### config.mk
export PLATFORM = sky130hd
export DESIGN_NAME = rp_analog_top
export DESIGN_NICKNAME = d
export VERILOG_FILES = /design/src/design/rp_analog_pkg.sv /design/src/design/rp_sysbus_pkg.sv /design/src/design/rp_sys_bus_if.sv /design/src/design/rp_hk_regs.sv /design/src/design/rp_adc_frontend.sv /design/src/design/rp_dac_backend.sv /design/src/design/rp_analog_top.sv
export SDC_FILE = /design/constraint.sdc
export NUM_CORES = 1
export LEC_CHECK = 0
export ABC_AREA = 1
export ABC_CLOCK_PERIOD_IN_PS = 5800
export BUFFER_PORTS_ARGS = -buffer_cell sky130_fd_sc_hd__buf_2
export CORE_MARGIN = 10
export CORE_UTILIZATION = 31
export CTS_CLUSTER_SIZE = 28
export DETAILED_ROUTE_END_ITERATION = 6
export SLEW_MARGIN = 20
export SYNTH_ARGS = -nofsm -noshare
export SYNTH_HDL_FRONTEND = slang
export SYNTH_SLANG_ARGS = --single-unit
export TNS_END_PERCENT = 5
### constraint.sdc
create_clock -name adc_clk -period 5.8 [get_ports adc_clk]
set_input_delay 1.16 -clock adc_clk [delete_from_list [all_inputs] [get_ports adc_clk]]
set_output_delay 1.16 -clock adc_clk [all_outputs]
set_load 0.005 [all_outputs]
### src/design/rp_analog_pkg.sv
package rp_analog_pkg;

  //////////////////////////////
  // Channel and width constants
  //////////////////////////////

  localparam int NUM_CH = 2;   // Two analog channels
  localparam int ADC_W  = 16;  // ADC converter resolution
  localparam int DAC_W  = 14;  // DAC converter resolution

  //////////////////////////////
  // Sample types
  //////////////////////////////

  // Two's complement samples inside the fabric
  typedef logic signed [ADC_W-1:0] adc_sample_t;
  typedef logic signed [DAC_W-1:0] dac_sample_t;

  // Pin codes, negative slope
  typedef logic [ADC_W-1:0] adc_raw_t;
  typedef logic [DAC_W-1:0] dac_code_t;

  // One guard bit for the generator + controller sum
  typedef logic signed [DAC_W:0] dac_sum_t;

endpackage : rp_analog_pkg

### src/design/rp_sysbus_pkg.sv
package rp_sysbus_pkg;

  //////////////////////////////
  // Bus geometry
  //////////////////////////////

  localparam int SYS_AW = 20;  // Byte address
  localparam int SYS_DW = 32;

  typedef logic [SYS_AW-1:0] sys_addr_t;
  typedef logic [SYS_DW-1:0] sys_data_t;

  //////////////////////////////
  // Housekeeping register map
  //////////////////////////////

  localparam sys_addr_t REG_ID  = 20'h0_0000;  // Read only
  localparam sys_addr_t REG_CFG = 20'h0_0004;  // Global config
  localparam sys_addr_t REG_LED = 20'h0_0030;  // LED pattern

  localparam sys_data_t HK_ID_VALUE  = 32'h5250_0001;
  localparam int        CFG_LOOP_BIT = 0;  // Digital loopback enable
  localparam int        LED_W        = 8;

endpackage : rp_sysbus_pkg

### src/design/rp_sys_bus_if.sv
`timescale 1ns/10ps

interface rp_sys_bus_if;
  import rp_sysbus_pkg::*;

  sys_addr_t addr;   // Byte address
  sys_data_t wdata;  // Write data
  logic      wen;    // Write strobe, single cycle
  logic      ren;    // Read strobe, single cycle
  sys_data_t rdata;  // Valid with ack
  logic      err;    // Unmapped or read-only access
  logic      ack;    // One cycle after the request

  // Request side
  modport master (
    output addr, wdata, wen, ren,
    input  rdata, err, ack
  );

  // Register block side
  modport slave (
    input  addr, wdata, wen, ren,
    output rdata, err, ack
  );

endinterface : rp_sys_bus_if

### src/design/rp_hk_regs.sv
`timescale 1ns/10ps

module rp_hk_regs (
  input  logic                            adc_clk,    // ADC clock
  input  logic                            rst_i,      // Sync reset
  rp_sys_bus_if.slave                     bus,        // System bus
  output logic                            loop_en_o,  // Digital loopback
  output logic [rp_sysbus_pkg::LED_W-1:0] led_o       // LED pins
);
  import rp_sysbus_pkg::*;

  logic             hit_id;
  logic             hit_cfg;
  logic             hit_led;
  logic             addr_hit;  // Any mapped register
  logic             wr_ok;     // Writable register
  logic             cfg_loop;
  logic [LED_W-1:0] led_r;
  sys_data_t        rd_mux;

  //////////////////////////////
  // Address decode
  //////////////////////////////

  always_comb
  begin
    hit_id   = (bus.addr == REG_ID);
    hit_cfg  = (bus.addr == REG_CFG);
    hit_led  = (bus.addr == REG_LED);
    addr_hit = hit_id | hit_cfg | hit_led;
    wr_ok    = hit_cfg | hit_led;  // ID is read only
  end

  // Read mux, unused bits read as zero
  always_comb
  begin
    rd_mux = '0;
    if (hit_id)
      rd_mux = HK_ID_VALUE;
    else if (hit_cfg)
      rd_mux[CFG_LOOP_BIT] = cfg_loop;
    else if (hit_led)
      rd_mux[LED_W-1:0] = led_r;
  end

  //////////////////////////////
  // Registers and handshake
  //////////////////////////////

  always_ff @(posedge adc_clk)
  begin
    if (rst_i)
    begin
      cfg_loop <= 1'b0;  // Loopback off
      led_r    <= '0;
      bus.ack  <= 1'b0;
      bus.err  <= 1'b0;
    end
    else
    begin
      bus.ack <= bus.wen | bus.ren;  // Answer next cycle
      bus.err <= (bus.wen & ~wr_ok) | (bus.ren & ~addr_hit);
      if (bus.wen && hit_cfg)
        cfg_loop <= bus.wdata[CFG_LOOP_BIT];
      if (bus.wen && hit_led)
        led_r <= bus.wdata[LED_W-1:0];
    end
  end

  // Read data captured with the request
  always_ff @(posedge adc_clk)
  begin
    if (bus.ren)
      bus.rdata <= rd_mux;
  end

  assign loop_en_o = cfg_loop;
  assign led_o     = led_r;

  // Master side must keep strobes exclusive
  a_one_strobe : assert property (@(posedge adc_clk) disable iff (rst_i)
    !(bus.wen && bus.ren));

  // Single-cycle ack, master waits for it before the next request
  a_ack_pulse : assert property (@(posedge adc_clk) disable iff (rst_i)
    bus.ack |=> !bus.ack);

endmodule : rp_hk_regs

### src/design/rp_adc_frontend.sv
`timescale 1ns/10ps

module rp_adc_frontend (
  input  logic                                                     adc_clk,
  input  logic                                                     rst_i,
  input  rp_analog_pkg::adc_raw_t    [rp_analog_pkg::NUM_CH-1:0] adc_raw_i,  // Pin code
  input  logic                                                     loop_en_i,
  input  rp_analog_pkg::dac_sample_t [rp_analog_pkg::NUM_CH-1:0] dac_sat_i,  // From DAC path
  output rp_analog_pkg::adc_sample_t [rp_analog_pkg::NUM_CH-1:0] adc_dat_o
);
  import rp_analog_pkg::*;

  adc_raw_t    [NUM_CH-1:0] adc_raw_q;  // Input register
  adc_sample_t [NUM_CH-1:0] adc_conv;   // Two's complement
  adc_sample_t [NUM_CH-1:0] adc_next;   // Output register input

  //////////////////////////////
  // Input register
  //////////////////////////////

  // Sits close to the pins
  always_ff @(posedge adc_clk)
  begin
    adc_raw_q <= adc_raw_i;
  end

  // Negative slope to two's complement, loopback select
  always_comb
  begin
    for (int ch = 0; ch < NUM_CH; ch++)
    begin
      adc_conv[ch] = {adc_raw_q[ch][ADC_W-1], ~adc_raw_q[ch][ADC_W-2:0]};  // Keep sign
      if (loop_en_i)
        // Sign extend the saturated DAC sample
        adc_next[ch] = {{(ADC_W-DAC_W){dac_sat_i[ch][DAC_W-1]}}, dac_sat_i[ch]};
      else
        adc_next[ch] = adc_conv[ch];
    end
  end

  //////////////////////////////
  // Output register
  //////////////////////////////

  always_ff @(posedge adc_clk)
  begin
    if (rst_i)
      adc_dat_o <= '0;
    else
      adc_dat_o <= adc_next;  // Second stage of the ADC path
  end

  // Looped-back samples stay inside the 14-bit signed range
  for (genvar gc = 0; gc < NUM_CH; gc++)
  begin : g_chk
    a_loop_range : assert property (@(posedge adc_clk) disable iff (rst_i)
      $past(loop_en_i) |-> (($signed(adc_dat_o[gc]) >= -(2 ** (DAC_W - 1)))
                         && ($signed(adc_dat_o[gc]) < (2 ** (DAC_W - 1)))));
  end

endmodule : rp_adc_frontend

### src/design/rp_dac_backend.sv
`timescale 1ns/10ps

module rp_dac_backend (
  input  logic                                                     adc_clk,
  input  logic                                                     rst_i,
  input  rp_analog_pkg::dac_sample_t [rp_analog_pkg::NUM_CH-1:0] gen_dat_i,   // Generator
  input  rp_analog_pkg::dac_sample_t [rp_analog_pkg::NUM_CH-1:0] ctrl_dat_i,  // Controller
  output rp_analog_pkg::dac_sample_t [rp_analog_pkg::NUM_CH-1:0] dac_sat_o,   // Combinational
  output rp_analog_pkg::dac_code_t   [rp_analog_pkg::NUM_CH-1:0] dac_code_o   // Pin code
);
  import rp_analog_pkg::*;

  dac_sum_t    [NUM_CH-1:0] dac_sum;
  logic        [NUM_CH-1:0] clamp;  // Sum out of 14-bit range
  dac_sample_t [NUM_CH-1:0] dac_sat;

  //////////////////////////////
  // Sum and saturation
  //////////////////////////////

  always_comb
  begin
    for (int ch = 0; ch < NUM_CH; ch++)
    begin
      // Sign extend both operands by one bit
      dac_sum[ch] = {gen_dat_i[ch][DAC_W-1], gen_dat_i[ch]}
                  + {ctrl_dat_i[ch][DAC_W-1], ctrl_dat_i[ch]};
      clamp[ch]   = dac_sum[ch][DAC_W] ^ dac_sum[ch][DAC_W-1];  // Top bits differ
      if (clamp[ch])
        // Max for positive overflow, min for negative
        dac_sat[ch] = {dac_sum[ch][DAC_W], {(DAC_W-1){~dac_sum[ch][DAC_W]}}};
      else
        dac_sat[ch] = dac_sum[ch][DAC_W-1:0];
    end
  end

  assign dac_sat_o = dac_sat;  // Also feeds ADC loopback

  //////////////////////////////
  // Output code register
  //////////////////////////

  always_ff @(posedge adc_clk)
  begin
    if (rst_i)
    begin
      for (int ch = 0; ch < NUM_CH; ch++)
        dac_code_o[ch] <= {1'b0, {(DAC_W-1){1'b1}}};  // Code for zero
    end
    else
    begin
      for (int ch = 0; ch < NUM_CH; ch++)
        dac_code_o[ch] <= {dac_sat[ch][DAC_W-1], ~dac_sat[ch][DAC_W-2:0]};
    end
  end

  // Clamping only on a true overflow of the 14-bit range
  for (genvar gc = 0; gc < NUM_CH; gc++)
  begin : g_chk
    a_clamp_range : assert property (@(posedge adc_clk) disable iff (rst_i)
      clamp[gc] |-> !(($signed(dac_sum[gc]) >= -(2 ** (DAC_W - 1)))
                   && ($signed(dac_sum[gc]) < (2 ** (DAC_W - 1)))));
  end

endmodule : rp_dac_backend

### src/design/rp_analog_top.sv
`timescale 1ns/10ps

module rp_analog_top (
  input  logic                                                     adc_clk,
  input  logic                                                     rst_i,
  // ADC
  input  rp_analog_pkg::adc_raw_t    [rp_analog_pkg::NUM_CH-1:0] adc_dat_i,   // Pin code
  output rp_analog_pkg::adc_sample_t [rp_analog_pkg::NUM_CH-1:0] adc_dat_o,   // Signed
  // DAC
  input  rp_analog_pkg::dac_sample_t [rp_analog_pkg::NUM_CH-1:0] gen_dat_i,
  input  rp_analog_pkg::dac_sample_t [rp_analog_pkg::NUM_CH-1:0] ctrl_dat_i,
  output rp_analog_pkg::dac_code_t   [rp_analog_pkg::NUM_CH-1:0] dac_dat_o,
  // System bus
  input  rp_sysbus_pkg::sys_addr_t                                 sys_addr_i,
  input  rp_sysbus_pkg::sys_data_t                                 sys_wdata_i,
  input  logic                                                     sys_wen_i,
  input  logic                                                     sys_ren_i,
  output rp_sysbus_pkg::sys_data_t                                 sys_rdata_o,
  output logic                                                     sys_err_o,
  output logic                                                     sys_ack_o,
  // LED
  output logic [rp_sysbus_pkg::LED_W-1:0]                          led_o
);
  import rp_analog_pkg::*;

  logic                     loop_en;  // Config to front end
  dac_sample_t [NUM_CH-1:0] dac_sat;  // Loopback samples

  //////////////////////////////
  // System bus
  //////////////////////////////

  rp_sys_bus_if sys_bus ();

  // Master side comes straight from the pins
  assign sys_bus.addr  = sys_addr_i;
  assign sys_bus.wdata = sys_wdata_i;
  assign sys_bus.wen   = sys_wen_i;
  assign sys_bus.ren   = sys_ren_i;
  assign sys_rdata_o   = sys_bus.rdata;
  assign sys_err_o     = sys_bus.err;
  assign sys_ack_o     = sys_bus.ack;

  rp_hk_regs u_hk (
    .adc_clk   (adc_clk),
    .rst_i     (rst_i  ),
    .bus       (sys_bus),
    .loop_en_o (loop_en),
    .led_o     (led_o  )
  );

  //////////////////////////////
  // Converters
  //////////////////////////////

  rp_adc_frontend u_adc (
    .adc_clk   (adc_clk  ),
    .rst_i     (rst_i    ),
    .adc_raw_i (adc_dat_i),
    .loop_en_i (loop_en  ),
    .dac_sat_i (dac_sat  ),  // Loopback source
    .adc_dat_o (adc_dat_o)
  );

  rp_dac_backend u_dac (
    .adc_clk    (adc_clk   ),  // DAC runs on the ADC clock
    .rst_i      (rst_i     ),
    .gen_dat_i  (gen_dat_i ),
    .ctrl_dat_i (ctrl_dat_i),
    .dac_sat_o  (dac_sat   ),
    .dac_code_o (dac_dat_o )
  );

endmodule : rp_analog_top

Yosys cells after proc, flatten, opt, wreduce, memory -nomap -nowiden. Index checks and enable logic that the tools add are counted.

Add/sub/neg operators: 2. Muxes and demuxes: 7. Reduce and logical (&&, ||, !) cells: 4. Bitwise logic cells: 18. Equal/unequal tests: 2.

Operators with widths (number): 16-bit two-way mux (2); 14-bit by 14-bit adder with 15-bit output (2); 15-bit inverter (2); 14-bit two-way mux (2); 13-bit inverter (2); 23-bit two-way mux (1); 20-bit by 3-bit equality test with 1-bit output (second input constant) (1); 20-bit by 6-bit equality test with 1-bit output (second input constant) (1); 20-bit zero test (1); 1-bit inverter (5); 1-bit OR (5); 3-bit OR reduction (1); 1-bit bitwise AND (2); 1-bit logical AND (2); 1-bit two-way mux (2); 1-bit XOR (2).

Logic and storage cells: 46. Bits in registers: 135.

Longest topological paths before layout.
Depth in word-level cells: 6. Gate-level depth with buffers: 15. Depth with buffers taken out: 14.

Cells and area by module. From an unflattened synthesis, not the netlist that was laid out.

Cell total of the unflattened synthesis: 776. Area, all modules: 5671.7 um^2.

By module, submodules not included: rp_dac_backend (cells each 442, area an instance 2757.6 um^2, times used 1); rp_adc_frontend (cells each 196, area an instance 1818.0 um^2, times used 1); rp_hk_regs (cells each 138, area an instance 1096.1 um^2, times used 1).

Worst setup path after synthesis. OpenSTA, ideal clock, no wires.

Path kind: input to register. From: input port gen_dat_i[14] (netlist bit). To: register u_adc.adc_dat_o[17] (netlist bit). Setup slack: 2.904 ns. Path buffers: 1. Stages: 15. Required time: 5.685 ns. Library setup time: 0.115 ns. Arrival: 2.780 ns. Path through: ha_1 -> fa_1 -> nand2_1 -> nand2_1 -> nand3b_1 -> nand2_1 -> nand2_2 -> nand2_1 -> nand2_1 -> nand2_2 -> nor2_1 -> inv_1 -> buf_6 -> nand2_1 -> a21oi_2.

Word-level cells in the longest chain between the ends: 4. Elaborated cells between the ends (all ways): 5. Classes of those cells: 1 x add/sub; 2 x mux; 2 x bitwise.

RTL lines: start, declared (line rp_analog_top.sv:10) `input rp_analog_pkg::dac_sample_t [rp_analog_pkg::NUM_CH-1:0] gen_dat_i,`; 14-bit by 14-bit adder with 15-bit output (*) (line rp_dac_backend.sv:27) `+ {ctrl_dat_i[ch][DAC_W-1], ctrl_dat_i[ch]};`; 1-bit XOR / 1-bit inverter (equally long branches) (line rp_dac_backend.sv:28, rp_dac_backend.sv:31); 14-bit two-way mux (*) (line rp_dac_backend.sv:29) `if (clamp[ch])`; 16-bit two-way mux (*) (line rp_adc_frontend.sv:33) `if (loop_en_i)`; end signal, assigned (line rp_adc_frontend.sv:50) `adc_dat_o <= adc_next;`; end, declared (line rp_adc_frontend.sv:9) `output rp_analog_pkg::adc_sample_t [rp_analog_pkg::NUM_CH-1:0] adc_dat_o`.

Every way passes the cells marked *; elsewhere a longest branch is shown, timed or not. A chain may end at the register's enable or synchronous reset.

Worst setup path after layout.
From: input port gen_dat_i[14] (netlist bit). To: register u_adc.adc_dat_o[28] (netlist bit).

Same word-level chain as after synthesis.

==> results.py <==
metrics = {
    "detailed_routing": {
        "drt-total-wl_mm": 14.7,
        "drcViolationCount": 0,
        "vias_per_cell": 4.35,
        "vias": 4502,
        "routedWlPerCell_um": 14.2,
        "drt-initial-drc-count": 137,
        "ant_nets": 0,
        "drtPass1Iterations": 4,
    },
    "global_route": {
        "antenna_found_initial": 0,
        "grt_start_max_net_pins": 34,
        "overflow": 0,
        "grt_pass1_vias": 4620,
        "grt_pass1_wl_mm": 23.2,
        "track_usage_pct": 12.9,
    },
    "yosys": {
        "yosysSeqAreaShare_pct": 45.1,
        "ys_top_cells_by_count": "nand2_1, dfxtp_1, nor2_1",
        "ys_seq_elements": 112,
        "yosysMostFrequentCell": "nand2_1",
        "yosysTopAreaCellShare_pct": 39.9,
        "yosysWarnings": 0,
        "synth_ff_type": "dfxtp_1",
        "synth_cell_types": 40,
        "syn_inst": 617,
        "yosysTopAreaCell": "dfxtp_1",
        "synth.top_cells.by_area": "dfxtp_1, nand2_1, ha_1",
        "syn_area_um2": 5170,
        "synth-edff-count": 9,
        "synth.avg_cell_area_um2": 8.38,
        "synth-async-reset-ratio_pct": 0,
    },
    "timing": {
        "finalWorstSetupSlack_ns": 2.49,
        "tightest_slew_ns": 0.748,
        "slew_headroom_pct": 50.1,
        "post-route-period-util_pct": 57.1,
        "finalSetupViolCount": 0,
        "finalMaxSlewViolations": 0,
        "final.setup.tns_ns": 0,
        "min_period_ns": 3.31,
        "rsz0062_at_grt": "false",
        "skew_ns": 0.00597,
        "finalHoldViolCount": 0,
        "fmaxAchievable_mhz": 302,
    },
    "setup_path": {
        "critPathMaxStageDelay_ns": 0.59,
        "crit_arrival_ns": 3.53,
        "crit_required_ns": 6.02,
        "crit_top_cell": "nand2_1",
        "critPathKind": "input pin to register",
        "cp_slowest_cell": "nor2_2",
        "worstPathCellList": "buf_2, ha_1, fa_1, nand2_1, nand2_1, nand3b_1, nand2_1, nand2_2, nand2_1, nand2_1, nand2_2, nand2_2, inv_2, nor2_2, a21oi_1",
        "r2r_slack_ns": 3.71,
        "critical_path.max_fanout": 12,
        "cp-start-kind": "input pin",
        "endpoint_kind": "register",
    },
    "cts": {
        "max-clock-path-buffers": 2,
        "cts_tree": "yes",
        "numCtsBuffers": 9,
        "clkTransAtPathRegs_ns": 0.08,
        "cts_root_buffer": "clkbuf_16",
        "cts_setup_buffers": 0,
        "htreeDepth": 3,
        "cts-hold-fix-buffers": 0,
        "clk_latency_ns": 0.35,
        "clock_sinks": 112,
        "post_cts_resized": 0,
    },
    "finish": {
        "multi_input_area_um2": 2500,
        "drive_gt1_share_pct": 33.0,
        "regArea_um2": 2330,
        "nNetsFinal": 983,
        "nFillCells": 1762,
        "diodes": 0,
        "area_delta_synth_final_pct": 26.5,
    },
    "run_status": {
        "status": "finished, final reports clean",
    },
    "placement": {
        "place.gp.congestion": 0.855,
        "dp_slack_ns": 2.10,
        "place_hpwl_mm": 12.2,
        "portBuffers": 202,
    },
    "floorplanning": {
        "coreArea_um2": 16500,
        "rows": 47,
        "start_util_pct": 31.4,
        "fp.dieH_um": 149,
        "die_w_um": 149,
        "dieArea_um2": 22200,
        "ios": 246,
    },
    "run": {
        "drv_cap": 0,
    },
    "pwr": {
        "leakage_nw": 3.24,
        "vdd_drop_max_uv": 136,
        "p_per_area_nw_per_um2": 281,
    },
    "min_path": {
        "hp-class": "register to register",
    },
}
-- power breakdown --
group | internal, mW | switching [mW]
registers | 0.838 | 0.0163
clock network | 0.301 | 0.298
logic | 0.155 | 0.228
-- final timing paths --
path | start | endpoint | cells past startpoint
setup / recovery | gen_dat_i[14] | u_adc.adc_dat_o[28] | 15
hold reg to reg | u_adc.adc_raw_q[28] | u_adc.adc_dat_o[28] | 3
hold / removal | u_adc.adc_raw_q[28] | u_adc.adc_dat_o[28] | 3
setup reg to reg | u_hk.loop_en_o | u_adc.adc_dat_o[28] | 4
-- layer usage --
| layer | global-route usage [%] | routed length, µm | vias up | part of all wire (%) |
|---|---|---|---|---|
| met5 | 0 | 0 | - | 0 |
| met4 | 3.97 | 199 | 0 | 1.4 |
| met3 | 4.85 | 1230 | 14 | 8.4 |
| met2 | 21.6 | 6890 | 151 | 47 |
| met1 | 15.1 | 6400 | 1985 | 43 |
| li1 | - | - | 2352 | - |
-- critical path: cells and delay by family --
family,cells,cell delay [ns]
fa+ha+maj,2,0.62
compound gates,1,0.14
buf+inv,2,0.20
simple gates,10,1.39
-- state kept, by name (all words and copies together) (netlist names) --
name	cells
u_hk.bus.err	1
u_hk.bus.ack	1
u_adc.adc_raw_q	30
u_dac.dac_code_o	28
u_hk.loop_en_o	1
u_adc.adc_dat_o	32
u_hk.led_o	8
u_adc.adc_conv	2
u_hk.bus.rdata	9
-- cell usage in the layout, fill, tap and decap left out, drive strengths merged --
cell type    n
a211oi       1
a21boi       1
a21oi       63
and2         3
buf        203
clkbuf       9
clkinv       3
clkinvlp     2
conb        19
dfxtp      103
edfxtp       9
fa           2
ha          28
inv         35
nand2      166
nand3       25
nand3b       2
nor2        58
nor3         8
nor4         3
o21ai       35
o21bai       4
o221ai       1
or2          9
xnor2        9
xor2        13
-- stage by stage --
stage | std cells | cell area, µm² | power, mW | hold slack (ns) | utilization [%]
after floorplan | 635 | 5240 | 1.13 | 0.431 | -
after global placement | 1018 | 6250 | 1.26 | 0.461 | 38.0
after detailed placement | 1018 | 6250 | 1.26 | 0.459 | 38.0
after CTS | 1034 | 6540 | 1.87 | 0.471 | 39.7
after global routing | 1034 | 6540 | 1.95 | 0.485 | 39.7
final | 1034 | 6540 | 1.84 | 0.470 | 39.7
-- cell type report --
type	instances	area share (%)
multi-input combinational	450	38.2
clock inverter	7	0.976
tap	220	4.21
timing repair buffer	203	15.6
clock buffer	9	3.44
inverter	33	1.89
sequential	112	35.7
-- cells by family after synthesis --
kind of cell	share of synthesized area (%)
other cells	0.0725
buf+inv	7.82
simple gates	23.4
compound gates	12.3
flops	45.1
xor+xnor	3.73
fa+ha+maj	7.55
No activity file was read; power rests on OpenSTA's default activity.
